**config.mk**
```make
export PLATFORM = sky130hd
export DESIGN_NAME = apb_regs
export DESIGN_NICKNAME = d
export VERILOG_FILES = /design/src/verilog/stream_types_pkg.sv /design/src/verilog/apb_map_pkg.sv /design/src/verilog/apb_regs.sv
export VERILOG_INCLUDE_DIRS = /design/src /design/src/verilog
export SDC_FILE = /design/constraint.sdc
export NUM_CORES = 1
export LEC_CHECK = 0
export BUFFER_PORTS_ARGS = -buffer_cell sky130_fd_sc_hd__buf_4
export CORE_MARGIN = 5
export CORE_UTILIZATION = 41
export DETAILED_ROUTE_END_ITERATION = 12
export HOLD_SLACK_MARGIN = 0.05
export PLACE_DENSITY = 0.76
export SLEW_MARGIN = 20
export SYNTH_ARGS = -nofsm -noshare
export SYNTH_HDL_FRONTEND = slang
export SYNTH_SLANG_ARGS = --single-unit
```
**constraint.sdc**
```tcl
create_clock -name ulpi_clk -period 1.6 [get_ports ulpi_clk]
set_clock_uncertainty 0.1 [all_clocks]
set_input_delay 0.16 -clock ulpi_clk [delete_from_list [all_inputs] [get_ports ulpi_clk]]
set_output_delay 0.16 -clock ulpi_clk [all_outputs]
set_load 0.02 [all_outputs]
```
**src/verilog/usb_stream_params.svh**
```systemverilog
`ifndef USB_STREAM_PARAMS_SVH
`define USB_STREAM_PARAMS_SVH

// ==========================================================
// Datapath sizes
// ==========================================================
`define FIFO_DEPTH     1024        // Bytes of FIFO storage
`define LEVEL_W        11          // Holds 0..FIFO_DEPTH
`define PKT_LEN_W      12          // Same width as USB txdat_len
`define PKT_LEN_RESET  512         // One HS bulk packet
`define CNT_W          16          // Event counters, wrapping

// ==========================================================
// Status LED
// ==========================================================
`define HEARTBEAT_HALF 30_000_000  // Half a second at 60 MHz

// ==========================================================
// APB register offsets
// ==========================================================
`define REG_CTRL       8'h00       // Bit 0 enable
`define REG_PKT_LEN    8'h04       // Bytes per packet
`define REG_STATUS     8'h08       // Level and link state
`define REG_PKT_CNT    8'h0C       // Packets sent
`define REG_DROP_CNT   8'h10       // Pixels dropped

`endif

```
**src/verilog/stream_types_pkg.sv**
```systemverilog
`include "usb_stream_params.svh"

package stream_types_pkg;

  // ==========================================================
  // Datapath vectors
  // ==========================================================
  typedef logic [15:0] pixel_t;                  // Camera pixel, RGB565
  typedef logic [7:0]  byte_t;                   // One USB byte

  // Byte count held in the FIFO
  typedef logic [`LEVEL_W-1:0] fifo_level_t;

  // Bulk packet length, as given to the controller
  typedef logic [`PKT_LEN_W-1:0] pkt_len_t;

  typedef logic [`CNT_W-1:0] cnt_t;              // Wrapping event counter

  // ==========================================================
  // Packet FSM
  // ==========================================================
  typedef enum logic {
    PKT_IDLE = 1'b0,                             // Waiting for a full packet
    PKT_SEND = 1'b1                              // Offering bytes to USB
  } pkt_state_e;

endpackage

```
**src/verilog/apb_map_pkg.sv**
```systemverilog
package apb_map_pkg;

  // ==========================================================
  // APB register bus
  // ==========================================================

  // Byte address within the block
  typedef logic [7:0]  apb_addr_t;

  // Read and write data words
  typedef logic [31:0] apb_data_t;

endpackage

```
**src/verilog/apb_regs.sv**
```systemverilog
`include "usb_stream_params.svh"

module apb_regs
  import stream_types_pkg::*;
  import apb_map_pkg::*;
(
  input  logic        ulpi_clk,
  input  logic        I_rst_n,
  input  logic        psel_i,
  input  logic        penable_i,
  input  logic        pwrite_i,
  input  apb_addr_t   paddr_i,
  input  apb_data_t   pwdata_i,
  input  fifo_level_t level_i,                   // From FIFO
  input  logic        usb_online_i,
  input  logic        usb_suspend_i,
  input  logic        pkt_done_i,                // One pulse per finished packet
  input  logic        drop_i,                    // One pulse per refused pixel
  output apb_data_t   prdata_o,
  output logic        pready_o,
  output logic        pslverr_o,
  output logic        enable_o,
  output pkt_len_t    pkt_len_o
);

  localparam int STAT_ONLINE_BIT  = 16;
  localparam int STAT_SUSPEND_BIT = 17;

  logic      access;                             // APB access phase
  logic      wr_en;
  logic      reg_hit;                            // Address is mapped
  logic      enable_q;
  pkt_len_t  pkt_len_q;
  cnt_t      pkt_cnt_q;
  cnt_t      drop_cnt_q;
  apb_data_t status_word;

  assign access   = psel_i && penable_i;
  assign wr_en    = access && pwrite_i;
  assign pready_o = 1'b1;                        // No wait states

  // ==========================================================
  // Read decode
  // ==========================================================
  always_comb begin
    status_word = '0;
    status_word[`LEVEL_W-1:0]     = level_i;
    status_word[STAT_ONLINE_BIT]  = usb_online_i;
    status_word[STAT_SUSPEND_BIT] = usb_suspend_i;
  end

  always_comb begin
    reg_hit  = 1'b1;
    prdata_o = '0;                               // Unmapped reads as zero
    case (paddr_i)
      `REG_CTRL:     prdata_o = apb_data_t'(enable_q);
      `REG_PKT_LEN:  prdata_o = apb_data_t'(pkt_len_q);
      `REG_STATUS:   prdata_o = status_word;
      `REG_PKT_CNT:  prdata_o = apb_data_t'(pkt_cnt_q);
      `REG_DROP_CNT: prdata_o = apb_data_t'(drop_cnt_q);
      default:       reg_hit  = 1'b0;
    endcase
  end

  assign pslverr_o = access && !reg_hit;         // Only during the access phase

  // ==========================================================
  // Writable registers
  // ==========================================================
  always_ff @(posedge ulpi_clk or negedge I_rst_n) begin
    if (!I_rst_n) begin
      enable_q  <= 1'b0;
      pkt_len_q <= pkt_len_t'(`PKT_LEN_RESET);
    end else if (wr_en) begin
      case (paddr_i)
        `REG_CTRL:    enable_q  <= pwdata_i[0];
        `REG_PKT_LEN: pkt_len_q <= pwdata_i[`PKT_LEN_W-1:0];  // Range checked downstream
        default:      ;                          // Read-only or unmapped
      endcase
    end
  end

  // Event counters, free wrapping
  always_ff @(posedge ulpi_clk or negedge I_rst_n) begin
    if (!I_rst_n) begin
      pkt_cnt_q  <= '0;
      drop_cnt_q <= '0;
    end else begin
      if (pkt_done_i) pkt_cnt_q  <= pkt_cnt_q + 1'b1;
      if (drop_i)     drop_cnt_q <= drop_cnt_q + 1'b1;
    end
  end

  assign enable_o  = enable_q;
  assign pkt_len_o = pkt_len_q;

endmodule

```
=== Yosys cells after proc, flatten, opt, wreduce, memory -nomap -nowiden ===
Index checks and enable logic that the tools add are counted.

* Flip-flop bits (word level): 45
* Input port bits: 60
* Output and inout port bits: 47
* Logic and storage cells: 20

* Add/sub/neg operators: 2
* Eq/ne operators: 4
* Multiplexer cells: 2
* Reductions and logical operators: 8

{| class="wikitable"
|+ Operators by type and width
! operator !! number
|-
| $pmux 18 s5 || 1
|-
| $add 16x1->16 const B || 2
|-
| $eq 8x4->1 const B || 2
|-
| $eq 8x3->1 const B || 1
|-
| $eq 8x5->1 const B || 1
|-
| $logic_not 8->1 || 1
|-
| $reduce_or 5->1 || 1
|-
| $reduce_and 2->1 || 2
|-
| $logic_and 1x1->1 || 3
|-
| $logic_not 1->1 || 1
|-
| $mux 1 || 1
|}

=== Depth between registers and ports, before layout ===
* Word-level depth: 5
* Depth in mapped cells: 6
* Mapped depth without buffers: 5

=== Least setup slack after synthesis ===
Ideal clock, no wire load.

* Kind: in2reg
* From: input port paddr_i[1]
* To: register pkt_len_q[10], in the netlist pkt_len_o[10]
* Library setup time: 125 ps
* Arrival: 1424 ps
* Data required time: 1375 ps
* Setup slack: -50 ps
* Cell stages on the path: 5
* Path buffers: 1
* Cells stage by stage: or4_4 -> nor2_4 -> and3_4 -> buf_12 -> mux2_4

* Longest elaborated chain between the ends: 2

{| class="wikitable"
|+ Ends and longest elaborated chain
! item !! RTL line !! source
|-
| start, declared || apb_regs.sv:12 || <nowiki>input apb_addr_t paddr_i,</nowiki>
|-
| $eq 8x3->1 || apb_regs.sv:75 || <nowiki>case (paddr_i)</nowiki>
|-
| $reduce_and 2->1 (no source line) || n/a ||
|-
| end signal, assigned || apb_regs.sv:73 || <nowiki>pkt_len_q <= pkt_len_t'(`PKT_LEN_RESET);</nowiki>
|-
| end signal, assigned || apb_regs.sv:77 || <nowiki>`REG_PKT_LEN: pkt_len_q <= pwdata_i[`PKT_LEN_W-1:0];</nowiki>
|-
| end, declared || apb_regs.sv:33 || <nowiki>pkt_len_t pkt_len_q;</nowiki>
|}

Every way passes these cells.
A chain may end at the register's enable or synchronous reset.

=== Final worst setup path ===
* From: register drop_cnt_q[2]
* To: output port prdata_o[2]

* Longest elaborated chain between the ends: 1

{| class="wikitable"
|+ Ends and longest elaborated chain
! item !! RTL line !! source
|-
| start, declared || apb_regs.sv:35 || <nowiki>cnt_t drop_cnt_q;</nowiki>
|-
| start signal, assigned || apb_regs.sv:90 || <nowiki>if (drop_i) drop_cnt_q <= drop_cnt_q + 1'b1;</nowiki>
|-
| $pmux 18 s5 || apb_regs.sv:55 || <nowiki>case (paddr_i)</nowiki>
|-
| end, declared || apb_regs.sv:19 || <nowiki>output apb_data_t prdata_o,</nowiki>
|}

Every way passes these cells.

==> results.env <==
RUN_STATUS='finished with violations'
FAILED_CHECKS='negative setup slack'
INITIAL_CORE_UTILIZATION_PCT=41.7
POSTROUTEANTENNANETS=0
SEQ_POWER_SHARE_PCT=44.9
CP_DATA_REQUIRED_TIME_NS=1.34
GP_CONGESTION=0.822
CLOCK_POWER_SHARE_PCT=27.3
CTS_TREE='built'
CLOCK_SINK_COUNT=45
COUNT_OF_PLACED_STANDARD_CELLS_INCLUDING_TAPS=386
ROUTED_VIA_DENSITY=5.17
CTS_INSERTED_BUFFERS=5
YOSYSUNIQUECELLTYPES=31
POWER.NET_SWITCHING_W=0.000965
NUM-NETS-FINAL=412
USE_MET1_PCT=23.1
INITIAL_ANTENNA_VIOLATION_COUNT=0
SLEW_VIOLATIONS=0
CORE.ROWCOUNT=28
SETUP-VIOLATIONS-FINAL=18
SYNTH_TOP_CELL_BY_AREA='sky130_fd_sc_hd__dfrtp_1'
SWITCHING_SHARE_PCT=29.4
DETAIL_ROUTE.ITER0.VIOLATIONS=100
HPWLAFTERDP_UM=4830
MAX-CLOCK-PATH-BUFFERS=2
POWER_DENSITY_nW_PER_UM2=850
MAX_FREQ_GHz=0.573
POWER.STATIC_LEAKAGE_nW=1.83
TIGHTESTPINTRANSITION_NS=0.574
CLK_ROOT_BUFFER_CELL='sky130_fd_sc_hd__clkbuf_8'
FINALWORSTSETUPSLACK_NS=-0.144
HOLD_VIOLATIONS=0
GRT_MOST_USED_LAYER='met2'
INSTANCES_NO_FILL=426
WORST_SLEW_MARGIN_REL_PCT=61.7
DETAILEDPLACE.WORSTSLACK_NS=-0.287
AREA_OVERHEAD_VS_SYNTH_PCT=57.3
PERIOD_SHARE_PCT=109
POST_SYNTH.CELL_AREA_AVG_UM2=11.0
PERIOD_NEEDED_NS=1.74
CLKLATENCYLATEPIN_NS=0.30
GRT_USE_TOTAL_PCT=18.7
CP_MAX_FO=2
GRT_REMAINING_OVERFLOW=0
DRIVE_ABOVE_1_SHARE_PCT=48.4
POWER.SHARE.COMBINATIONAL_PCT=27.8
SYNTH_ENABLE_FLOP_CELLS=0
WIRE_PER_INST_UM=17.2
NUMBER_OF_DESIGN_RULE_VIOLATIONS_LEFT_AFTER_DETAIL_ROUTING=0
CHIP_HEIGHT_UM=87.4
RSZ0062_AT_GRT='true'
CP-STARTPOINT='drop_cnt_q[2]'
GRT_MAX_DEGREE=46
DR_TOTAL_VIAS=2201
SYNTH.TOP_CELL.AREA_SHARE_PCT=44.9
SYNTH_SEQ_CELLS=45
GR-USAGE-MET2_PCT=31.8
CRITPATHKIND='flop to output pin'
MAX_CAP_VIOL_COUNT=0
POST_SYNTH_MAIN_AREA_CONTRIBUTORS='sky130_fd_sc_hd__dfrtp_1, sky130_fd_sc_hd__xnor2_1, sky130_fd_sc_hd__mux2_4, sky130_fd_sc_hd__buf_4, sky130_fd_sc_hd__a221o_1'
HOLD-WORST-SLACK_NS=0.0692
REG2REG_FROM='drop_cnt_q[3]'
ROUTED_WL_UM=7320
ANTENNA-DIODE-COUNT=0
SETUP.WORST_PATH.END_CLASS='output pin'
IRDROPWORSTVDD_V=0.000682
VIAS_IN_THE_FIRST_GLOBAL_ROUTE=2223
FIRST_PASS_ITERS=4
CRITICAL_PATH_ARRIVAL_NS=1.48
GRT_PASS1_WL_UM=10900
NUMPORTBUFFERS=71
SYN-CELL-AREA_UM2=2450
TIMING.HOLD.WORST.CLASS='primary input to flop'
IO_PINS=107
HOLDCRITSTARTPOINT='drop_i'
CTS.REPORTEDPATHS.CLKPINSLEW_NS=0.08
CP_STARTPOINT_KIND='flop'
WIDTH_OF_THE_DIE_UM=87.4
CORE_UM2=5890
YOSYS_WARNINGS=0
YOSYSSEQAREASHARE_PCT=45.9
CTS-HTREE-LEVELS=2
FIN_TOTAL_PWR_W=0.00328
SYNTH_ASYNC_SR_FLOP_SHARE_PCT=100
DIE-AREA_UM2=7640
SYN-INSTANCE-COUNT=224
P_INT_W=0.00232
GRT_UTIL_MET3_PCT=3.03
SYNTHFLOPTYPE='sky130_fd_sc_hd__dfrtp_1'
FILLER_CELL_COUNT=428
through the flow:
| stage | utilization [%] | TNS [ns] | cell area, µm² |
|---|---|---|---|
| 2_1_floorplan | - | -0.394 | 2510 |
| 3_5_place_dp | 54.2 | -5.09 | 3190 |
| 6_report | 65.6 | -0.754 | 3860 |
| 5_1_grt | 65.6 | -1.55 | 3860 |
| 4_1_cts | 63.1 | -0.280 | 3720 |
| 3_3_place_gp | 54.2 | -4.09 | 3190 |
registers in the layout (all words and copies together) (netlist names):
signal and count:
drop_cnt_q 16, enable_o 1, pkt_cnt_q 16, pkt_len_o 12
routing by layer:
layer / share of wire [%] / vias up
met3: 5.4 / 17
met1: 40 / 1079
li1: - / 1034
met4: 3.2 / 0
met5: 0 / -
met2: 51 / 71
cells in the final DEF, fill, tap and decap left out, drive strengths merged, types with 12 or more instances in the layout:
master and n:
a22oi 12, and3 12, buf 111, conb 15
dfrtp 44, dlygate4sd3 16, mux2 15, nand2 14
nor2 21, xnor2 19
power groups by stage:
stage | Clock (W) | Sequential, W | Combinational, W
final | 0.000896 | 0.00147 | 0.000911
after global routing | 0.000959 | 0.00150 | 0.000992
after CTS | 0.000901 | 0.00147 | 0.000866
after detailed placement | 0 | 0.00150 | 0.000685
after global placement | 0 | 0.00149 | 0.000669
after floorplan | 0 | 0.00151 | 0.000362
timing repair:
action	CTS	global route
gates cloned	0	2
gates resized for setup	45	15
setup endpoints to repair	18	27
setup buffers	8	6
pin swaps	3	19
hold buffers	16	0
hold endpoints to repair	59	0
kinds of logic after synthesis:
kind of cell,after synthesis,synth area share (%)
AO/OA/AOI/OAI,30,9.99
buffers and inverters,22,6.37
flip-flops,45,45.9
adder cells (fa/ha/maj),2,1.02
XOR/XNOR,30,10.7
multiplexers,16,8.82
other,2,0.306
AND/OR/NAND/NOR,77,16.9
synth_stat cells, types with 3 or more instances:
master	number
sky130_fd_sc_hd__mux2_4	10
sky130_fd_sc_hd__nand3_1	9
sky130_fd_sc_hd__clkbuf_1	5
sky130_fd_sc_hd__and4_1	4
sky130_fd_sc_hd__a22oi_1	12
sky130_fd_sc_hd__a221o_1	10
sky130_fd_sc_hd__nand4_1	8
sky130_fd_sc_hd__and3_1	11
sky130_fd_sc_hd__dfrtp_1	44
sky130_fd_sc_hd__nand2_1	14
sky130_fd_sc_hd__xnor2_1	19
sky130_fd_sc_hd__nor2_1	20
sky130_fd_sc_hd__a22o_1	4
sky130_fd_sc_hd__xor2_1	11
sky130_fd_sc_hd__mux2_2	5
sky130_fd_sc_hd__nor2b_1	3
sky130_fd_sc_hd__buf_4	15
path summary, 6_finish.rpt:
| path | end | slack, ns | cells after the start |
|---|---|---|---|
| min in group asynchronous | pkt_len_o[3] | 0.28 | 2 |
| max in group asynchronous | drop_cnt_q[7] | 0.69 | 2 |
| setup / recovery | prdata_o[2] | -0.14 | 5 |
| hold reg to reg | drop_cnt_q[15] | 0.38 | 1 |
| hold / removal | drop_cnt_q[2] | 0.07 | 3 |
| setup reg to reg | drop_cnt_q[9] | 0.07 | 6 |
final cells by class:
class	count	area (µm²)	share of cell area (%)
clock inverter	1	30.0	0.777
tap	75	93.8	2.43
sequential	45	1130	29.3
multi-input combinational	170	1380	35.7
timing repair buffer	128	1140	29.6
clock buffer	7	86.3	2.24
worst max-delay path, stage by stage, from the launching register on:
cell and delay (ns):
sky130_fd_sc_hd__dfrtp_1 0.40, sky130_fd_sc_hd__buf_6 0.12, sky130_fd_sc_hd__a22oi_2 0.16, sky130_fd_sc_hd__nor2_2 0.08, sky130_fd_sc_hd__a221o_1 0.28, sky130_fd_sc_hd__buf_6 0.14
(Power assumes the default switching activity.)
