File: config.mk
export PLATFORM = sky130hd
export DESIGN_NAME = packet_ctrl
export DESIGN_NICKNAME = d
export VERILOG_FILES = /design/src/verilog/stream_types_pkg.sv /design/src/verilog/packet_ctrl.sv
export VERILOG_INCLUDE_DIRS = /design/src /design/src/verilog
export SDC_FILE = /design/constraint.sdc
export NUM_CORES = 1
export LEC_CHECK = 0
export BUFFER_PORTS_ARGS = -buffer_cell sky130_fd_sc_hd__buf_2
export CORE_MARGIN = 2
export CORE_UTILIZATION = 30
export CTS_CLUSTER_DIAMETER = 150
export DETAILED_ROUTE_END_ITERATION = 8
export PLACE_DENSITY = 0.48
export SLEW_MARGIN = 20
export SYNTH_ARGS = -nofsm -noshare
export SYNTH_HDL_FRONTEND = slang
export SYNTH_SLANG_ARGS = --single-unit
File: constraint.sdc
create_clock -name ulpi_clk -period 8.25 [get_ports ulpi_clk]
set_input_delay 1.65 -clock ulpi_clk [delete_from_list [all_inputs] [get_ports ulpi_clk]]
set_output_delay 1.65 -clock ulpi_clk [all_outputs]
set_load 0.05 [all_outputs]
File: src/verilog/usb_stream_params.svh
`ifndef USB_STREAM_PARAMS_SVH
`define USB_STREAM_PARAMS_SVH

// ==========================================================
// Datapath sizes
// ==========================================================
`define FIFO_DEPTH     1024        // Bytes of FIFO storage
`define LEVEL_W        11          // Holds 0..FIFO_DEPTH
`define PKT_LEN_W      12          // Same width as USB txdat_len
`define PKT_LEN_RESET  512         // One HS bulk packet
`define CNT_W          16          // Event counters, wrapping

// ==========================================================
// Status LED
// ==========================================================
`define HEARTBEAT_HALF 30_000_000  // Half a second at 60 MHz

// ==========================================================
// APB register offsets
// ==========================================================
`define REG_CTRL       8'h00       // Bit 0 enable
`define REG_PKT_LEN    8'h04       // Bytes per packet
`define REG_STATUS     8'h08       // Level and link state
`define REG_PKT_CNT    8'h0C       // Packets sent
`define REG_DROP_CNT   8'h10       // Pixels dropped

`endif

File: src/verilog/stream_types_pkg.sv
`include "usb_stream_params.svh"

package stream_types_pkg;

  // ==========================================================
  // Datapath vectors
  // ==========================================================
  typedef logic [15:0] pixel_t;                  // Camera pixel, RGB565
  typedef logic [7:0]  byte_t;                   // One USB byte

  // Byte count held in the FIFO
  typedef logic [`LEVEL_W-1:0] fifo_level_t;

  // Bulk packet length, as given to the controller
  typedef logic [`PKT_LEN_W-1:0] pkt_len_t;

  typedef logic [`CNT_W-1:0] cnt_t;              // Wrapping event counter

  // ==========================================================
  // Packet FSM
  // ==========================================================
  typedef enum logic {
    PKT_IDLE = 1'b0,                             // Waiting for a full packet
    PKT_SEND = 1'b1                              // Offering bytes to USB
  } pkt_state_e;

endpackage

File: src/verilog/packet_ctrl.sv
`include "usb_stream_params.svh"

module packet_ctrl
  import stream_types_pkg::*;
(
  input  logic        ulpi_clk,
  input  logic        I_rst_n,
  input  logic        enable_i,                  // CTRL bit 0
  input  pkt_len_t    pkt_len_i,                 // PKT_LEN register
  input  fifo_level_t level_i,                   // Bytes queued
  input  logic        usb_online_i,
  input  logic        usb_suspend_i,
  input  logic        usb_reset_i,
  input  logic        usb_txpop_i,               // Controller takes a byte
  output logic        rd_en_o,                   // FIFO pop
  output logic        pkt_done_o,                // Last byte of a packet
  output logic        usb_txval_o,
  output logic        usb_txcork_o
);

  pkt_state_e state_q;
  pkt_len_t   byte_cnt_q;                        // Bytes popped this packet
  logic       link_ok;
  logic       len_ok;
  logic       level_ok;
  logic       start;
  logic       last_pop;

  // ==========================================================
  // Start and abort conditions
  // ==========================================================
  assign link_ok  = usb_online_i && !usb_suspend_i && !usb_reset_i;
  assign len_ok   = (pkt_len_i != '0) && (pkt_len_i <= pkt_len_t'(`FIFO_DEPTH));
  assign level_ok = pkt_len_t'(level_i) >= pkt_len_i;  // Whole packet queued
  assign start    = enable_i && link_ok && len_ok && level_ok;

  assign rd_en_o  = (state_q == PKT_SEND) && usb_txpop_i;  // Never empty in SEND
  assign last_pop = (byte_cnt_q + pkt_len_t'(1)) >= pkt_len_i;
  assign pkt_done_o = rd_en_o && last_pop;

  // ==========================================================
  // Packet FSM
  // ==========================================================
  always_ff @(posedge ulpi_clk or negedge I_rst_n) begin
    if (!I_rst_n) begin
      state_q    <= PKT_IDLE;
      byte_cnt_q <= '0;
    end else begin
      case (state_q)
        PKT_IDLE: begin
          byte_cnt_q <= '0;
          if (start) state_q <= PKT_SEND;
        end
        PKT_SEND: begin
          if (!link_ok) begin
            state_q    <= PKT_IDLE;              // Abandon, rest stays queued
            byte_cnt_q <= '0;
          end else if (pkt_done_o) begin
            state_q    <= PKT_IDLE;
            byte_cnt_q <= '0;
          end else if (rd_en_o) begin
            byte_cnt_q <= byte_cnt_q + 1'b1;
          end
        end
        default: state_q <= PKT_IDLE;
      endcase
    end
  end

  assign usb_txval_o  = (state_q == PKT_SEND);
  assign usb_txcork_o = (state_q != PKT_SEND);   // Hold off the IN token

endmodule

* Word level (Yosys, flattened, before mapping)
Index checks and enable logic that the tools add are counted.
Cells by class: add/sub/neg operators 1, bitwise logic cells 1, equality and inequality tests 1, mux-type cells 8, $lt $le $gt $ge 3, reductions and logical operators 11
Operator list (count):
- 2-to-1 mux 12 bit | 3
- one-hot mux 12 bit (2 select lines) | 1
- adder 12 x 1 -> 12 bit, second input constant | 1
- greater-or-equal comparator 11 x 12 -> 1 bit | 1
- greater-or-equal comparator 12 bit | 1
- less-or-equal comparator 12 x 11 -> 1 bit, second input constant | 1
- nonzero test 12 bit | 1
- logical AND 1 bit | 8
- inequality test 4 bit, second input constant | 1
- 2-to-1 mux 1 bit | 3
- zero test 1 bit | 2
- one-hot mux 1 bit (2 select lines) | 1
- NOT 1 bit | 1
Word-level totals: register bits after elaboration 13, input bits 30, output and inout bits 4, word-level logic and storage cells 27

* Logic depth before layout (Yosys ltp)
Gate-level depths: netlist (run 1).
depth after elaboration 8, depth in mapped cells 11, gate-level depth less buffers 10

* Worst setup path after synthesis (run 1)
Ideal clock, no wire load.
path type input -> output, start point in pkt_len_i[10], end point out pkt_done_o, required time 6.600 ns, slack 2.941 ns, arrival 3.659 ns, buffers on the path 0, stages on the path 6, path through inv_1 -> ha_1 -> nand4_1 -> inv_1 -> nand3_1 -> o31ai_1
Between the ends: longest elaborated chain between the ends 2
Ends and longest elaborated chain:
- from (decl) | RTL line packet_ctrl.sv:9 | input pkt_len_t pkt_len_i,
- greater-or-equal comparator 12 bit | RTL line packet_ctrl.sv:38 | assign last_pop = (byte_cnt_q + pkt_len_t'(1)) >= pkt_len_i;
- logical AND 1 bit | RTL line packet_ctrl.sv:39 | assign pkt_done_o = rd_en_o && last_pop;
- to (decl) | RTL line packet_ctrl.sv:16 | output logic pkt_done_o,
Every way passes these cells.

* Final worst setup path (run 1)
Ends and elaborated chain as after synthesis.

==> results.cfg, run 1 <==
[status]
status = complete, no violations

[cells_and_area]
layout-drive-gt1-share_pct = 27.27
diodes = 0
final_util_pct = 36.32
final_area_um2 = 1693
fillers = 486
layout_commonest_cell = buf_2
mostFrequentLayoutCells = buf_2 (33), ha_1 (24), inv_1 (15)
nets = 242
area_delta_synth_final_pct = 18.27
final_cells = 241

[grt]
antenna_found_initial = 0
grt_pass1_wl_mm = 6.141
grt_max_degree = 14
grt.total_usage_pct = 14.67
grt_pass1_vias = 1334
grt_remaining_overflow = 0

[critical_path]
timing.rr.end = byte_cnt_q[4]$_DFFE_PN0P_
critPathMaxFanout = 7
crit_path_end_kind = output pin
r2r_slack_ns = 5.29
required_ns = 6.60
r2r-start = byte_cnt_q[0]$_DFFE_PN0P_
r2r_cells = 10
worstSetupStartpointType = input pin
startpoint = pkt_len_i[10]
path_class = in2out
critPathArrivalTime_ns = 3.23

[clock_tree]
cts_root_buffer = clkbuf_8
cts_resized = 0
clk_latency_ns = 0.24
post_cts_buffers = 0
cts_hold_buf = 0
cts_tree = built
clock-sinks = 13
cts.clk_slew.worst_paths_ns = 0.05
numCtsBuffers = 3
cts-htree-levels = 1
clockBufferDepth = 2

[worst_hold_path]
holdPathEnd = byte_cnt_q[10]$_DFFE_PN0P_
hold_path.class = reg2reg
holdPathStages = 1
worstHoldStart = byte_cnt_q[10]$_DFFE_PN0P_

[floorplan]
die-area_um2 = 5340
core_um2 = 4661
io_pins = 34
dieHeight_um = 73.08
rows = 25
start_util_pct = 30.71
die_w_um = 73.08

[timing]
tns_ns = 0
max_slew_margin_pct = 48.19
min_period_ns = 4.877
drv_slew = 0
fin_ws_ns = 3.373
holdWs_ns = 0.5517
finClkSkew_ns = 0.001550
final_hold_viol_count = 0
setup_viol = 0
fin_crit_sh_pct = 59.11
worst_pin_slew_ns = 0.7743
rsz0062_at_grt = false
timing.fmax_ghz = 0.2051

[placement]
port_buffers = 33
place_ws_ns = 3.393
hpwl_mm = 3.048
dp_cells = 237
gp_congestion = 0.8318
place_area_um2 = 1648

[logic_synthesis]
synth_cell_types = 45
synth_seq_cells = 13
synthCells = 153
syn_nets = 207
synth-seq-area-share_pct = 22.73
synth_area_per_cell_um2 = 9.355
syn_area_um2 = 1431
yosysWarnings = 0
async_flop_share_pct = 100.0
ys.flop_type = dfrtp_1
synth_edf_count = 0

[pwr]
power_density_nw_per_um2 = 88.53
p_total_mw = 0.1499
peakVddDrop_v = 0.00003163
leakage_nw = 0.8485

[detailed_routing]
routed_wl_mm = 3.613
post_drt_via_cell_ratio = 5.311
wl_per_cell_um = 14.99
num_vias = 1280
ant_nets = 0
first_pass_iters = 4
drc = 0
dr.first_iter.drc_count = 31

[flow_run]
cap_violations = 0
## critical path, stage by stage
cell	delay, ns
buf_2	0.07
inv_1	0.06
ha_1	0.33
nand4_1	0.11
inv_1	0.07
nand3_1	0.24
o31ai_1	0.36
buf_2	0.33
## routing by layer
metal	GRT usage (%)	vias to the layer above	wire (um)	part of all wire, %
li1	-	642	-	-
met2	26.63	25	1776	49
met4	3.498	0	61	1.7
met1	17.87	607	1651	46
met3	2.486	6	123	3.4
met5	0	-	0	0
## synth_stat cells, types with 2 or more instances
master    instances  area [um^2]
a21o_1            4        30.03
a21oi_1           3        15.01
a22o_1            7        61.31
and3_1            2        12.51
and4_1            2        17.52
dfrtp_1          13        325.3
ha_1             24        300.3
inv_1            15        56.30
nand2_1          14        52.55
nand3_1           6        30.03
nand4_1           6        37.54
nor2_1            6        22.52
nor2_4            2        22.52
nor4_1            2        12.51
o211ai_1          6        45.04
o21ai_0           3        15.01
o21ai_1           2        10.01
xnor2_1           8        70.07
xor2_2            2        32.53
## kinds of logic (layout without fill, tap and decap cells)
family / Yosys count / after routing / share of synthesized area, %
XOR/XNOR: 11 / 11 / 7.780
AO/OA/AOI/OAI: 36 / 36 / 20.37
buffers and inverters: 18 / 52 / 5.069
adder cells (fa/ha/maj): 24 / 24 / 20.98
AND/OR/NAND/NOR: 51 / 51 / 23.08
flip-flops: 13 / 13 / 22.73
## worst max-delay path by stage
stage | slack, ns | endpoint | cells past startpoint
after global placement | 3.43 | pkt_done_o | 7
after floorplan | 2.94 | pkt_done_o | 6
after CTS | 3.38 | pkt_done_o | 8
final | 3.37 | pkt_done_o | 8
after global routing | 3.25 | pkt_done_o | 8
after detailed placement | 3.39 | pkt_done_o | 8
## final cells by class
cell class | instances | area [um^2] | share of cell area (%)
clock buffer | 4 | 45.04 | 2.661
sequential | 13 | 325.3 | 19.22
tap | 54 | 67.56 | 3.991
inverter | 15 | 56.30 | 3.326
multi-input combinational | 122 | 1033 | 61.05
timing repair buffer | 33 | 165.2 | 9.756
## power breakdown
part	switching (mW)	internal (mW)
Sequential	0.0000514	0.0638
Clock	0.0232	0.0341
Combinational	0.0154	0.0132
## registers in the layout (all words and copies together), names as in the netlist
register,cells
usb_txval_o,1
byte_cnt_q,12
(Power assumes the default switching activity.)
==> run 2, diff against run 1 <==
--- a/config.mk
+++ b/config.mk
@@ -6,12 +6,13 @@
 export SDC_FILE = /design/constraint.sdc
 export NUM_CORES = 1
 export LEC_CHECK = 0
+export ABC_AREA = 1
 export BUFFER_PORTS_ARGS = -buffer_cell sky130_fd_sc_hd__buf_2
 export CORE_MARGIN = 2
 export CORE_UTILIZATION = 30
 export CTS_CLUSTER_DIAMETER = 150
 export DETAILED_ROUTE_END_ITERATION = 8
-export PLACE_DENSITY = 0.48
+export PLACE_DENSITY = 0.47
 export SLEW_MARGIN = 20
 export SYNTH_ARGS = -nofsm -noshare
 export SYNTH_HDL_FRONTEND = slang
==> constraint.sdc (replaced) <==
create_clock -name ulpi_clk -period 4.5 [get_ports ulpi_clk]
set_input_delay 0.9 -clock ulpi_clk [delete_from_list [all_inputs] [get_ports ulpi_clk]]
set_output_delay 0.9 -clock ulpi_clk [all_outputs]
set_load 0.05 [all_outputs]
==> run 2 against run 1 <==
Clock power grew 78%. First-iteration DRC count grew 97%. Register-to-register slack worse by 3.2 ns. Critical path type is now reg2out. Critical endpoint unchanged. Largest cell class unchanged. Largest power group unchanged. Highest routed layer unchanged.
==> results.cfg, run 2 <==
[clock_tree]
cts_tree = built
clk_latency_ns = 0.24
cts_root_buffer = clkbuf_8
cts_resized = 0
numCtsBuffers = 3
cts.clk_slew.worst_paths_ns = 0.05
cts_hold_buf = 0
cts-htree-levels = 1
clock-sinks = 13
post_cts_buffers = 0
clockBufferDepth = 2

[grt]
grt_remaining_overflow = 0
grt.total_usage_pct = 14.56
antenna_found_initial = 0
grt_pass1_wl_mm = 6.361
grt_pass1_vias = 1394
grt_max_degree = 19

[floorplan]
core_um2 = 5042
die_w_um = 75.71
die-area_um2 = 5732
dieHeight_um = 75.71
start_util_pct = 30.60
rows = 26
io_pins = 34

[pwr]
p_clk_share_pct = 37.5
peakVddDrop_v = 0.0001386
p_comb_share_pct = 19.4
swShare_pct = 25.48
leakage_nw = 1.152
p_seq_share_pct = 43.0
power_density_nw_per_um2 = 150.0
p_switching_mw = 0.06934
power.internal_mw = 0.2028

[timing]
tns_ns = 0
final_hold_viol_count = 0
setup_viol = 0
finClkSkew_ns = 0.0006472
fin_ws_ns = 0.9323
holdWs_ns = 0.5162
min_period_ns = 3.568
timing.fmax_ghz = 0.2803
drv_slew = 0
max_slew_margin_pct = 74.93
rsz0062_at_grt = false
worst_pin_slew_ns = 0.3751
fin_crit_sh_pct = 79.28

[critical_path]
path_class = reg2out
critPathMaxStageDelay_ns = 0.42
required_ns = 3.60
cp_cell_sequence = ha_1, nand2_1, nor2_4, nand2_1, nand2_1, nand2_1, ha_1, nand2_1, nor2_2, nand2_1, nor2_1, nand2_1, nand2_1, nand2_2, inv_1, buf_2
worstSetupStartpointType = register
critPathMaxFanout = 14
critPathSlowestCell = dfrtp_1
critPathArrivalTime_ns = 2.67
crit_path_end_kind = output pin
cp_common_cell = nand2_1

[detailed_routing]
routed_wl_mm = 3.674
post_drt_via_cell_ratio = 4.283
wl_per_cell_um = 10.71
num_vias = 1469
dr.first_iter.drc_count = 61
ant_nets = 0
first_pass_iters = 4
drc = 0

[logic_synthesis]
syn_area_um2 = 1543
ys.flop_type = dfrtp_1
yosysWarnings = 0
synth.area.top_cells = dfrtp_1 (21%), ha_1 (19%), nand2_1 (18%), inv_1 (11%), nand3_1 (6.8%)
ys_top_cells_by_count = nand2_1 (74), inv_1 (45), ha_1 (24)
synth_area_per_cell_um2 = 6.455
synth.most_common_cell = nand2_1
synth.largest_area_cell = dfrtp_1
async_flop_share_pct = 100.0
synth_edf_count = 0
yosysTopAreaCellShare_pct = 21.09
synth-seq-area-share_pct = 21.09
synth_cell_types = 24
syn_nets = 293
synth_seq_cells = 13
synthCells = 239

[placement]
place_area_um2 = 1769
dp_cells = 339
port_buffers = 33
place_ws_ns = 1.187
gp_congestion = 0.8395
hpwl_mm = 3.069

[cells_and_area]
diodes = 0
final_area_um2 = 1814
fillers = 568
largest_reg_flops = 12
final_cells = 343
mostFrequentLayoutCells = nand2_1 (74), inv_1 (45), buf_2 (33)
regArea_um2 = 325.3
nets = 328
multi_input_area_um2 = 1018
layout_commonest_cell = nand2_1
top_register = byte_cnt_q
area_delta_synth_final_pct = 17.60
layout-drive-gt1-share_pct = 17.58

[status]
status = complete, no violations

[flow_run]
cap_violations = 0

[worst_hold_path]
hold_path.class = reg2reg
run 2: routing by layer:
layer	up-vias	routed length (um)	global-route usage (%)	part of all wire [%]
met1	624	1884	20.40	51
met5	-	0	0	0
met3	2	110	2.778	3.0
li1	818	-	-	-
met2	25	1653	24.25	45
met4	0	25	1.365	0.68
run 2: kinds of logic (layout without fill, tap and decap cells):
family	count (synthesis)	in the layout	synth area share, %
AND/OR/NAND/NOR	133	133	38.44
buffers and inverters	49	83	12.89
AO/OA/AOI/OAI	15	15	5.271
flip-flops	13	13	21.09
adder cells (fa/ha/maj)	24	24	19.46
XOR/XNOR	5	5	2.839
run 2: layout make-up:
class / count / share of cell area (%)
Clock buffer: 4 / 2.483
Timing Repair Buffer: 33 / 9.103
Sequential cell: 13 / 17.93
Tap cell: 70 / 4.828
Multi-Input combinational cell: 177 / 56.14
Inverter: 46 / 9.517
run 2: critical path, delay by kind of cell (launching register included):
kind / cells / cell delay, ns
adder cells (fa/ha/maj): 2 / 0.51
buffers and inverters: 2 / 0.36
flip-flops: 1 / 0.42
AND/OR/NAND/NOR: 12 / 1.15
run 2: final timing paths:
kind                                                 start                    endpoint  slack (ns)  cells after the start
worst min-delay path            byte_cnt_q[11]$_DFFE_PN0P_  byte_cnt_q[11]$_DFFE_PN0P_        0.52                      2
worst max-delay path             byte_cnt_q[0]$_DFFE_PN0P_                  pkt_done_o        0.93                     16
worst min register to register  byte_cnt_q[11]$_DFFE_PN0P_  byte_cnt_q[11]$_DFFE_PN0P_        0.52                      2
min in group asynchronous                          I_rst_n   byte_cnt_q[9]$_DFFE_PN0P_        0.55                      1
max in group asynchronous                          I_rst_n   byte_cnt_q[1]$_DFFE_PN0P_        3.72                      1
worst max register to register   byte_cnt_q[0]$_DFFE_PN0P_   byte_cnt_q[8]$_DFFE_PN0P_        2.10                     16
run 2: metrics by stage:
step / utilization, % / power, mW
after global routing: 35.98 / 0.2940
after CTS: 35.98 / 0.2793
after floorplan: - / 0.1485
after global placement: 35.09 / 0.1727
final: 35.98 / 0.2722
after detailed placement: 35.09 / 0.1729
run 2: power by group through the flow:
| stage | combinational [mW] | sequential [mW] | clock (mW) |
|---|---|---|---|
| 2_1_floorplan | 0.0292 | 0.119 | 0 |
| 3_3_place_gp | 0.0536 | 0.119 | 0 |
| 3_5_place_dp | 0.0538 | 0.119 | 0 |
| 4_1_cts | 0.0542 | 0.117 | 0.108 |
| 5_1_grt | 0.0623 | 0.117 | 0.115 |
| 6_report | 0.0529 | 0.117 | 0.102 |
