--- src/verilog/usb_stream_params.svh ---
`ifndef USB_STREAM_PARAMS_SVH
`define USB_STREAM_PARAMS_SVH

// ==========================================================
// Datapath sizes
// ==========================================================
`define FIFO_DEPTH     1024        // Bytes of FIFO storage
`define LEVEL_W        11          // Holds 0..FIFO_DEPTH
`define PKT_LEN_W      12          // Same width as USB txdat_len
`define PKT_LEN_RESET  512         // One HS bulk packet
`define CNT_W          16          // Event counters, wrapping

// ==========================================================
// Status LED
// ==========================================================
`define HEARTBEAT_HALF 30_000_000  // Half a second at 60 MHz

// ==========================================================
// APB register offsets
// ==========================================================
`define REG_CTRL       8'h00       // Bit 0 enable
`define REG_PKT_LEN    8'h04       // Bytes per packet
`define REG_STATUS     8'h08       // Level and link state
`define REG_PKT_CNT    8'h0C       // Packets sent
`define REG_DROP_CNT   8'h10       // Pixels dropped

`endif

--- src/verilog/status_led.sv ---
`include "usb_stream_params.svh"

module status_led #(
  parameter int unsigned HALF_PERIOD = `HEARTBEAT_HALF  // Cycles per toggle
) (
  input  logic       ulpi_clk,
  input  logic       I_rst_n,
  input  logic       usb_online_i,
  input  logic       usb_suspend_i,
  input  logic       usb_reset_i,
  output logic [3:0] led_o                       // Active low except heartbeat
);

  localparam int DIV_W = (HALF_PERIOD > 1) ? $clog2(HALF_PERIOD) : 1;

  logic [DIV_W-1:0] div_q;                       // Heartbeat divider
  logic             beat_q;

  // ==========================================================
  // Heartbeat
  // ==========================================================
  always_ff @(posedge ulpi_clk or negedge I_rst_n) begin
    if (!I_rst_n) begin
      div_q  <= '0;
      beat_q <= 1'b0;
    end else if (div_q == DIV_W'(HALF_PERIOD - 1)) begin
      div_q  <= '0;
      beat_q <= ~beat_q;                         // Once per half period
    end else begin
      div_q  <= div_q + 1'b1;
    end
  end

  assign led_o[0] = ~usb_online_i;               // Lit when connected
  assign led_o[1] = ~usb_reset_i;
  assign led_o[2] = ~usb_suspend_i;
  assign led_o[3] = beat_q;

endmodule

--- config.mk ---
export PLATFORM = sky130hd
export DESIGN_NAME = status_led
export DESIGN_NICKNAME = d
export VERILOG_FILES = /design/src/verilog/status_led.sv
export VERILOG_INCLUDE_DIRS = /design/src /design/src/verilog
export SDC_FILE = /design/constraint.sdc
export NUM_CORES = 1
export LEC_CHECK = 0
export CORE_AREA = 5 5 55 57
export DETAILED_ROUTE_END_ITERATION = 6
export DIE_AREA = 0 0 60 62
export DONT_BUFFER_PORTS = 1
export GPL_ROUTABILITY_DRIVEN = 0
export PLACE_DENSITY = 0.69
export SLEW_MARGIN = 20
export SYNTH_ARGS = -nofsm -noshare
export SYNTH_HDL_FRONTEND = slang
export SYNTH_SLANG_ARGS = --single-unit
export TNS_END_PERCENT = 100
--- constraint.sdc ---
create_clock -name ulpi_clk -period 4.2 [get_ports ulpi_clk]
set_clock_uncertainty 0.05 [all_clocks]
set_input_delay 0.63 -clock ulpi_clk [delete_from_list [all_inputs] [get_ports ulpi_clk]]
set_output_delay 0.63 -clock ulpi_clk [all_outputs]
set_load 0.05 [all_outputs]
# After elaboration in Yosys (flattened, before gate mapping)
# Cells that the tools add are included.
[totals] output_inout_bits=4 wordCells=9 regBits=26 in_bits=5
[classes] eq_ne=1 n_mux=1 n_addsub=1 n_bitwise=4
[ops] operator="25-bit by 1-bit adder with 25-bit output (second input constant)" count=1
[ops] operator="25-bit equality test (second input constant)" count=1
[ops] operator="25-bit two-way mux" count=1
[ops] operator="1-bit inverter" count=4

# Logic depth before layout (Yosys ltp)
# Gate-level depths: netlist of the first run.
[logic_depth] word_depth=2 depth_mapped=5 ltp_nobuf=5

# Least setup slack after synthesis of the first run
# No wires, ideal clock.
[synth_timing] kind="reg2reg" start="register div_q[0]" end="register div_q[24]" period_less_slack_ns=1.655 setup_ns=0.077 stages_incl_launch_ff=6 arrival_ns=1.527 required_time_ns=4.073 path_slack_ns=2.545 n_path_buf=0 path_cell_list="dfrtp_1 -> ha_1 -> and4_2 -> nand4b_2 -> or4_1 -> a21oi_1"
[synth_between] elab_chain_len=2 elab_cells_between_ends=3 cone_classes="1 x add/sub; 1 x eq/ne; 1 x mux"
[synth_lines] element="start: declaration" line="status_led.sv:16" text="logic [DIV_W-1:0] div_q;"
[synth_lines] element="start signal: assignment" line="status_led.sv:30" text="div_q <= div_q + 1'b1;"
[synth_lines] element="25-bit by 1-bit adder with 25-bit output / 25-bit equality test (equally long branches)" line="status_led.sv:30, status_led.sv:26"
[synth_lines] element="25-bit two-way mux *" line="status_led.sv:26" text="end else if (div_q == DIV_W'(HALF_PERIOD - 1)) begin"
# Every way passes the cells marked *; elsewhere a longest branch is shown, timed or not.
# A chain may end at the register's enable or synchronous reset.

# Worst setup path in the final report of the first run
[layout_timing] start="register div_q[10]" end="register beat_q"
[layout_between] elab_chain_len=1
[layout_lines] element="25-bit equality test" line="status_led.sv:26"
[layout_lines] element="end signal: assignment" line="status_led.sv:28" text="beat_q <= ~beat_q;"
[layout_lines] element="end: declaration" line="status_led.sv:17" text="logic beat_q;"
# No other way between the ends.

==> metrics.md, run 1 <==
| Metric | Value |
|---|---|
| Post-CTS Resized | `0` |
| WL final | `2430 microns` |
| Top-count cell post-synth | `dfrtp_1` |
| Die Area | `3720 sq um` |
| Max-slew violation count | `0` |
| Hold Fails Final Rpt | `0` |
| Mapped Cells | `126` |
| Worst Max-Slew Pin Slew | `0.805 ns` |
| Synth Area in Compound Gates | `0.0324` |
| Leakage | `0.600 nW` |
| First-pass GRT wire length | `4430 microns` |
| Die height | `62 microns` |
| Async SR Flop Fraction | `1.00` |
| Met2 Wirelength | `1130 microns` |
| M1 WL | `1160 microns` |
| Max VDD drop | `0.196 mV` |
| Syn Nets | `132` |
| Count of cell types in the netlist | `28` |
| FF-to-FF path depth | `4` |
| Initial core utilization | `0.541` |
| DRC | `0` |
| Adder-cell share of the synthesized area | `0.00951` |
| P per Cell Area | `280 nW/um^2` |
| Fin Setup TNS | `0 ns` |
| Slew margin rel. | `0.460` |
| FF-to-FF End | `beat_q` |
| Synthesized area | `1320 sq um` |
| Layout net count | `135` |
| R2R Setup Slk | `2.17 ns` |
| Via density | `5.97` |
| Clk buf depth | `2` |
| Yosys reg bits | `26` |
| Initial antenna violation count | `0` |
| Critical path class | `register to register` |
| Crit path max-delay cell type | `nor4_4` |
| Htree depth | `1` |
| Largest net degree at the start of global routing | `27` |
| CP peak stage delay | `0.77 ns` |
| Critical path arrival | `2.15 ns` |
| CTS tree | `yes` |
| Post-CTS setup buffers | `0` |
| CP endpoint kind | `register` |
| Worst Setup Start Kind | `register` |
| FF-to-FF Start | `div_q[10]` |
| Largest family of logic cells by synthesized area | `simple AND/OR/NAND/NOR gates` |
| Critical Path RT | `4.33 ns` |
| Stages on worst setup path | `4` |
| CTS Buf Count | `3` |
| Clock-pin slew on the worst setup and hold paths | `0.14 ns` |
| Syn. warnings | `0` |
| Post-synthesis mux area share | `0` |
| Synth top cells by count | `26 x dfrtp_1, 15 x nor2_1, 13 x xnor2_1` |
| Latest clock arrival within the worst-skew pair | `0.32 ns` |
| Worst Path Max Fanout | `15` |
| Total GRT Usage | `0.157` |
| Status | `completed` |
| CP top delay family | `simple AND/OR/NAND/NOR gates` |
| Total gr overflow | `0` |
| Syn-to-layout area delta | `5.33%` |
| Vias in the first global route | `958` |
| Die W | `60 microns` |
| DR WL/cell | `15.4 microns` |
| Filler Cell Count | `211` |
| XOR/XNOR share of the synthesized area | `0.133` |
| Layout cells sized above 1 | `0.0938` |
| N_diodes | `0` |
| Initial drt markers | `18` |
| CTS sink count | `26` |
| Sequential area share after synthesis | `0.495` |
| Max Freq | `0.494 GHz` |
| # rows | `18` |
| WHS | `0.0492 ns` |
| Post-synth top flop | `dfrtp_1` |
| Vias | `944` |
| Worst Setup EP | `beat_q` |
| CP Buf/Inv Count | `0` |
| DR pass1 iterations | `4` |
| Top sig layer | `met4` |
| Hold Crit Class | `primary input to async pin` |
| Met3 routed WL | `119 microns` |
| Final Cycle Share | `0.482` |
| IO Pins | `9` |
| Final min period | `2.03 ns` |
| Yosys top cell area share | `0.495` |
| Avg Inst Size Synth | `10.4 sq um` |
| Critical Path, Cell by Cell | `nor4_2, nand3_1, nor4_4, xor2_1` |
| Root Driver | `clkbuf_4` |
| Crit path from | `div_q[10]` |
| Post-detailed-route count of antenna-violating nets | `0` |
| Synth Area in Simple Gates | `0.304` |
| EDFF count, synth | `0` |
| Synth area leader | `dfrtp_1` |
| Synth area leaders | `dfrtp_1 49%, xnor2_1 8.7%, nand4_1 4.8%, xor2_1 4.7%, nor2_1 4.3%` |
| Unrepaired setup endpoints after global routing | `no` |
| Core Footprint | `2430 sq um` |
| Final setup viols | `0` |
| Input/output buffers | `0` |
| HPWL after DPL | `1750 microns` |
| Max cap viols | `0` |
[metrics by stage]
step | util | instance area, sq um | power, W | setup slack [ns] | cells
6_report | 0.569 | 1390 | 0.000388 | 2.17 | 158
5_1_grt | 0.569 | 1390 | 0.000401 | 1.99 | 158
4_1_cts | 0.569 | 1390 | 0.000394 | 2.16 | 158
3_5_place_dp | 0.546 | 1330 | 0.000261 | 2.22 | 153
3_3_place_gp | 0.546 | 1330 | 0.000261 | 2.26 | 153
2_1_floorplan | - | 1320 | 0.000261 | 2.55 | 126
[registers in the layout (all words and copies together) (netlist names)]
name / cells
div_q: 25
beat_q: 1
[logic make-up after synthesis]
logic type      Yosys count
xor+xnor                 20
fa+ha+maj                 1
buf+inv                   6
compound gates            8
flops                    26
simple gates             65
[placed cells by master (no fill, tap or decap), types with 2 or more instances in the layout]
master	count
dfrtp_1	26
nor2_1	15
xnor2_1	13
nand3_1	11
nand4_1	10
nand2_1	7
xor2_1	7
and4_1	4
a21oi_1	4
o21ai_0	3
or3_1	3
nor4_1	3
inv_1	3
clkbuf_4	3
and4_2	2
nor3_1	2
[worst min path at each step]
| stage | startpoint | to | slack [ns] | cells past startpoint |
|---|---|---|---|---|
| after detailed placement | I_rst_n | beat_q | 0.29 | 0 |
| after global placement | I_rst_n | beat_q | 0.29 | 0 |
| after global routing | I_rst_n | div_q[23] | 0.04 | 1 |
| final | I_rst_n | div_q[22] | 0.05 | 1 |
| after floorplan | I_rst_n | beat_q | 0.28 | 0 |
| after CTS | I_rst_n | beat_q | 0.05 | 1 |
[cell type report]
class                      count  area [sq um]  area share
timing repair buffer           1          20.0      0.0145
inverter                       3          11.3     0.00813
multi-input combinational     94           629       0.454
tap                           30          37.5      0.0271
sequential                    26           651       0.470
clock buffer                   4          36.3      0.0262
[where the power goes]
group,internal [W],total [W],switching [W]
registers,0.000250,0.000250,0
logic,0.00000221,0.0000126,0.0000103
clock network,0.0000530,0.000125,0.0000723
[routing by layer]
layer	GRT usage	up-vias
li1	-	464
met1	0.214	454
met2	0.255	24
met3	0.0248	2
met4	0.0570	0
met5	0	-
[what timing repair did]
item,4_1_cts,5_1_grt
setup endpoints to repair,0,0
hold buffers,1,0
endpoints found under the hold margin,26,0
Note: power is estimated with default switching activity, not from simulation.
==> run 2: changes to the inputs <==
==> constraint.sdc (replaced) <==
create_clock -name ulpi_clk -period 2.05 [get_ports ulpi_clk]
set_clock_uncertainty 0.05 [all_clocks]
set_input_delay 0.3075 -clock ulpi_clk [delete_from_list [all_inputs] [get_ports ulpi_clk]]
set_output_delay 0.3075 -clock ulpi_clk [all_outputs]
set_load 0.05 [all_outputs]
==> run 2 against run 1 <==
Largest cell class unchanged. Setup slack got worse by 2.0 ns. Non-clock buffer count increased by 3. Clock-buffer cell count decreased by 1. Cell count increased by 1.3%.
==> metrics.md, run 2 (synthesized netlist as in run 1, its figures left out) <==
| Metric | Value |
|---|---|
| Status | `completed (unchanged)` |
| FF-to-FF path depth | `5 (was 4)` |
| Final instance area | `1400 sq um (was 1390 sq um)` |
| Biggest regs | `div_q: 25 flops, beat_q: 1 flops (unchanged)` |
| Vias | `989 (was 944)` |
| Worst Setup Start Kind | `register (unchanged)` |
| Critical path arrival | `2.04 ns (was 2.15 ns)` |
| Post-CTS setup buffers | `0 (unchanged)` |
| Die W | `60 microns (unchanged)` |
| IO Pins | `9 (unchanged)` |
| P per Cell Area | `540 nW/um^2 (was 280 nW/um^2)` |
| Critical path class | `register to register (unchanged)` |
| Critical Path, Cell by Cell | `ha_1, and4_2, nand4b_2, or4_1, a21oi_1 (was nor4_2, nand3_1, nor4_4, xor2_1)` |
| R2R Setup Slk | `0.21 ns (was 2.17 ns)` |
| CTS Buf Count | `3 (unchanged)` |
| Max-slew violation count | `0 (unchanged)` |
| Largest Register | `div_q (unchanged)` |
| Initial core utilization | `0.541 (unchanged)` |
| Post-detailed-route count of antenna-violating nets | `0 (unchanged)` |
| Largest net degree at the start of global routing | `27 (unchanged)` |
| Die Area | `3720 sq um (unchanged)` |
| CTS tree | `yes (unchanged)` |
| Post-Route Utilization | `0.574 (was 0.569)` |
| Layout net count | `138 (was 135)` |
| Post-CTS Resized | `0 (unchanged)` |
| CP endpoint kind | `register (unchanged)` |
| Final min period | `1.84 ns (was 2.03 ns)` |
| Via density | `6.18 (was 5.97)` |
| Max reg flops | `25 (unchanged)` |
| CTS Hold Buffers Added | `2 (was 1)` |
| Core Footprint | `2430 sq um (unchanged)` |
| Syn-to-layout area delta | `6.18% (was 5.33%)` |
| HPWL after DPL | `1840 microns (was 1750 microns)` |
| # rows | `18 (unchanged)` |
| Commonest non-fill, non-tap cell in the layout | `dfrtp_1 (unchanged)` |
| Slew margin rel. | `0.679 (was 0.460)` |
| Critical Path RT | `2.25 ns (was 4.33 ns)` |
| Max Freq | `0.544 GHz (was 0.494 GHz)` |
| Fin Setup TNS | `0 ns (unchanged)` |
| Initial drt markers | `39 (was 18)` |
| DRC | `0 (unchanged)` |
| CTS sink count | `26 (unchanged)` |
| Clk buf depth | `2 (unchanged)` |
| Htree depth | `1 (unchanged)` |
| Die height | `62 microns (unchanged)` |
| WL final | `2550 microns (was 2430 microns)` |
| Placed inst area | `1340 sq um (was 1330 sq um)` |
| CP peak stage delay | `0.44 ns (was 0.77 ns)` |
| Final setup viols | `0 (unchanged)` |
| Vias in the first global route | `999 (was 958)` |
| Initial antenna violation count | `0 (unchanged)` |
| Final Cycle Share | `0.897 (was 0.482)` |
| Leakage | `0.608 nW (was 0.600 nW)` |
| Most frequent cells in the layout | `26 x dfrtp_1, 15 x nor2_1, 13 x xnor2_1, 11 x nand3_1, 10 x nand4_1 (unchanged)` |
| Latest clock arrival within the worst-skew pair | `0.32 ns (about the same)` |
| Worst Path Max Fanout | `6 (was 15)` |
| Input/output buffers | `0 (unchanged)` |
| Unrepaired setup endpoints after global routing | `no (unchanged)` |
| Hold Crit Class | `primary input to async pin (unchanged)` |
| DR pass1 iterations | `4 (unchanged)` |
| CP Buf/Inv Count | `0 (unchanged)` |
| N_diodes | `0 (unchanged)` |
| Crit path max-delay cell type | `or4_1 (was nor4_4)` |
| Total gr overflow | `0 (unchanged)` |
| Hold Fails Final Rpt | `0 (unchanged)` |
| Max VDD drop | `0.382 mV (was 0.196 mV)` |
| First-pass GRT wire length | `4420 microns (was 4430 microns)` |
| CP top delay family | `simple AND/OR/NAND/NOR gates (unchanged)` |
| DR WL/cell | `15.9 microns (was 15.4 microns)` |
| Worst Max-Slew Pin Slew | `0.478 ns (was 0.805 ns)` |
| FF-to-FF End | `div_q[24] (was beat_q)` |
| Layout cells sized above 1 | `0.100 (was 0.0938)` |
| Max cap viols | `0 (unchanged)` |
| Clock-pin slew on the worst setup and hold paths | `0.13 ns (was 0.14 ns)` |
| Total GRT Usage | `0.160 (was 0.157)` |
| FF-to-FF Start | `div_q[0] (was div_q[10])` |
| Root Driver | `clkbuf_4 (unchanged)` |
==> run 2: changes by cell type in the layout (fill, tap and decap cells not counted), sizes merged <==
cell	previous run	this run
buf	1	3
clkbuf	4	3
dlygate4sd3	0	1
==> run 2: metal layers <==
layer  part of all wire  vias up  global-route usage  wire, microns
met2               0.48       35               0.256           1230
met1               0.45      478               0.203           1160
met5                  0        -                   0              0
met3              0.036       12              0.0248             93
li1                   -      464                   -              -
met4              0.028        0              0.0981             72
==> run 2: area by class of cell <==
type,instances,area [sq um]
flip-flops and latches,26,651
inverters,3,11.3
repair buffers,4,45.0
clock buffers,3,22.5
fillers,210,1040
well taps,30,37.5
multi-input cells,94,629
==> run 2: worst max path at each step <==
stage / slack, ns / startpoint / cells past startpoint / to
6_report: 0.21 / div_q[0] / 5 / div_q[24]
5_1_grt: 0.08 / div_q[0] / 5 / div_q[24]
4_1_cts: 0.22 / div_q[0] / 5 / div_q[24]
3_5_place_dp: 0.25 / div_q[0] / 5 / div_q[24]
3_3_place_gp: 0.34 / div_q[0] / 5 / div_q[24]
2_1_floorplan: 0.40 / div_q[0] / 5 / div_q[24]
==> run 2: report_power, final <==
part           internal, W  switching [W]
combinational   0.00000567      0.0000221
clock            0.0000688       0.000144
sequential        0.000513              0
total             0.000587       0.000167
==> run 2: metrics by stage <==
step / setup slack (ns) / cells / hold slack, ns / total power (W)
after floorplan: 0.395 / 126 / -0.0381 / 0.000535
after detailed placement: 0.249 / 155 / -0.0374 / 0.000535
after global placement: 0.344 / 155 / -0.0375 / 0.000535
after CTS: 0.216 / 160 / 0.344 / 0.000758
after global routing: 0.0835 / 160 / 0.359 / 0.000779
final: 0.211 / 160 / 0.356 / 0.000754
==> run 3: changes to the inputs <==
--- a/config.mk
+++ b/config.mk
@@ -6,12 +6,11 @@
 export SDC_FILE = /design/constraint.sdc
 export NUM_CORES = 1
 export LEC_CHECK = 0
-export CORE_AREA = 5 5 55 57
+export CORE_AREA = 5 5 61 63
 export DETAILED_ROUTE_END_ITERATION = 6
-export DIE_AREA = 0 0 60 62
+export DIE_AREA = 0 0 66 68
 export DONT_BUFFER_PORTS = 1
 export GPL_ROUTABILITY_DRIVEN = 0
-export PLACE_DENSITY = 0.69
 export SLEW_MARGIN = 20
 export SYNTH_ARGS = -nofsm -noshare
 export SYNTH_HDL_FRONTEND = slang
==> run 3 against run 2 <==
Design area rose by 1.9%. Largest cell class unchanged. Utilization fell by 13 points. Maximum frequency fell by 0.29%. Via count shrank 4.9%. Critical path depth unchanged. Sequential power about the same. Critical path type unchanged.
==> metrics.md, run 3 (synthesized netlist as in run 1, its figures left out) <==
| Metric | Value |
|---|---|
| Clock-pin slew on the worst setup and hold paths | `0.14 ns (was 0.13 ns)` |
| Final worst slack | `0.205 ns (was 0.211 ns)` |
| CP top delay family | `simple AND/OR/NAND/NOR gates (unchanged)` |
| Max Freq | `0.542 GHz (was 0.544 GHz)` |
| Total gr overflow | `0 (unchanged)` |
| Latest clock arrival within the worst-skew pair | `0.33 ns (was 0.32 ns)` |
| HPWL after DPL | `1770 microns (was 1840 microns)` |
| DR WL/cell | `13.7 microns (was 15.9 microns)` |
| Final cell count without fillers | `176 (was 160)` |
| Filler Cell Count | `301 (was 210)` |
| Htree depth | `1 (unchanged)` |
| Combinational share of power | `0.035 (was 0.037)` |
| Via density | `5.35 (was 6.18)` |
| Dpl cells | `170 (was 155)` |
| FF-to-FF path depth | `5 (unchanged)` |
| Layout cells sized above 1 | `0.100 (unchanged)` |
| Root Driver | `clkbuf_4 (unchanged)` |
| DR pass1 iterations | `4 (unchanged)` |
| Crit path max-delay cell type | `or4_1 (unchanged)` |
| Die height | `68 microns (was 62 microns)` |
| Largest Register | `div_q (unchanged)` |
| Die Area | `4490 sq um (was 3720 sq um)` |
| P per Cell Area | `565 nW/um^2 (was 540 nW/um^2)` |
| Initial drt markers | `52 (was 39)` |
| Vias | `941 (was 989)` |
| Sequential Power Share | `0.638 (was 0.680)` |
| CP Buf/Inv Count | `0 (unchanged)` |
| Switching power | `0.000177 W (was 0.000167 W)` |
| Core Footprint | `3180 sq um (was 2430 sq um)` |
| N_diodes | `0 (unchanged)` |
| CTS Buf Count | `3 (unchanged)` |
| Vias in the first global route | `953 (was 999)` |
| Final min period | `1.84 ns (about the same)` |
| Fin Setup TNS | `0 ns (unchanged)` |
| CTS Hold Buffers Added | `2 (unchanged)` |
| Hold Crit Class | `primary input to async pin (unchanged)` |
| WL final | `2410 microns (was 2550 microns)` |
| Max VDD drop | `0.208 mV (was 0.382 mV)` |
| Post-Route Utilization | `0.447 (was 0.574)` |
| Largest net degree at the start of global routing | `27 (unchanged)` |
| CTS tree | `yes (unchanged)` |
| Initial core utilization | `0.414 (was 0.541)` |
| Layout net count | `137 (was 138)` |
| IO Pins | `9 (unchanged)` |
| Post-CTS setup buffers | `0 (unchanged)` |
| Critical path arrival | `2.06 ns (was 2.04 ns)` |
| Most frequent cells in the layout | `26 x dfrtp_1, 15 x nor2_1, 13 x xnor2_1, 11 x nand3_1, 10 x nand4_1 (unchanged)` |
| Total GRT Usage | `0.129 (was 0.160)` |
| DRC | `0 (unchanged)` |
| Status | `completed (unchanged)` |
| CP peak stage delay | `0.44 ns (about the same)` |
| Die W | `66 microns (was 60 microns)` |
| Overall power | `0.000804 W (was 0.000754 W)` |
| Syn-to-layout area delta | `8.18% (was 6.18%)` |
| CP endpoint kind | `register (unchanged)` |
| Sw frac | `0.220 (was 0.221)` |
| Slew margin rel. | `0.669 (was 0.679)` |
| Commonest non-fill, non-tap cell in the layout | `dfrtp_1 (unchanged)` |
| Input/output buffers | `0 (unchanged)` |
| Hold Fails Final Rpt | `0 (unchanged)` |
| Worst Setup Start Kind | `register (unchanged)` |
| Internal Power | `0.000627 W (was 0.000587 W)` |
| Clock share of power | `0.328 (was 0.283)` |
| Max cap viols | `0 (unchanged)` |
| Stages on worst setup path | `5 (unchanged)` |
| Post-detailed-route count of antenna-violating nets | `0 (unchanged)` |
| Critical path class | `register to register (unchanged)` |
| Critical Path RT | `2.27 ns (was 2.25 ns)` |
| Worst Path Max Fanout | `6 (unchanged)` |
| Unrepaired setup endpoints after global routing | `no (unchanged)` |
| Max reg flops | `25 (unchanged)` |
| Pre-CTS WS | `0.241 ns (was 0.249 ns)` |
| Max-slew violation count | `0 (unchanged)` |
| First-pass GRT wire length | `4410 microns (was 4420 microns)` |
| Worst Max-Slew Pin Slew | `0.496 ns (was 0.478 ns)` |
| Post-CTS Resized | `0 (unchanged)` |
| Clk buf depth | `2 (unchanged)` |
| CTS sink count | `26 (unchanged)` |
| Biggest regs | `div_q: 25 flops, beat_q: 1 flops (unchanged)` |
| Leakage | `0.610 nW (was 0.608 nW)` |
| Initial antenna violation count | `0 (unchanged)` |
| Critical Path, Cell by Cell | `ha_1, and4_2, nand4b_2, or4_1, a21oi_1 (unchanged)` |
| # rows | `21 (was 18)` |
| Final setup viols | `0 (unchanged)` |
| Final Cycle Share | `0.900 (was 0.897)` |
-- run 3: changes by cell type in the layout (fill, tap and decap cells not counted), sizes merged --
cell,delta
buf,-1
clkbuf,+1
-- run 3: cell type report --
type | count | area [sq um] | share of cell area
multi-input cells | 94 | 629 | 0.442
clock buffers | 4 | 36.3 | 0.0255
inverters | 3 | 11.3 | 0.00792
flip-flops and latches | 26 | 651 | 0.457
repair buffers | 3 | 37.5 | 0.0264
well taps | 46 | 57.6 | 0.0405
-- run 3: routing by layer --
| metal | track usage | up-vias | part of all wire |
|---|---|---|---|
| li1 | - | 460 | - |
| met4 | 0.0711 | 0 | 0.019 |
| met1 | 0.160 | 458 | 0.47 |
| met3 | 0.0197 | 4 | 0.042 |
| met2 | 0.215 | 19 | 0.47 |
| met5 | 0 | - | 0 |
-- run 3: path summary, 6_finish.rpt --
| kind | start | to | slack (ns) |
|---|---|---|---|
| setup reg to reg | div_q[0] | div_q[24] | 0.21 |
| hold reg to reg | div_q[0] | div_q[0] | 0.46 |
| min in group ulpi_clk | div_q[0] | div_q[0] | 0.46 |
| max in group asynchronous | I_rst_n | div_q[9] | 1.46 |
| hold / removal | I_rst_n | beat_q | 0.33 |
| setup / recovery | div_q[0] | div_q[24] | 0.21 |
-- run 3: per-stage QoR --
stage | hold slack, ns | area, sq um
CTS | 0.331 | 1420
finish | 0.334 | 1420
detailed placement | -0.0374 | 1360
floorplan | -0.0381 | 1320
global route | 0.347 | 1420
global placement | -0.0375 | 1360
-- run 3: power groups by stage --
stage	combinational, W	sequential (W)	clock, W
3_5_place_dp	0.0000127	0.000523	0
4_1_cts	0.0000291	0.000513	0.000272
2_1_floorplan	0.0000124	0.000523	0
3_3_place_gp	0.0000128	0.000523	0
5_1_grt	0.0000316	0.000513	0.000295
6_report	0.0000278	0.000513	0.000263
-- run 3: worst register-to-register path: stages (launching register included) --
cell and delay, ns:
dfrtp_1 0.43, ha_1 0.28, and4_2 0.25, nand4b_2 0.17
or4_1 0.44, a21oi_1 0.16
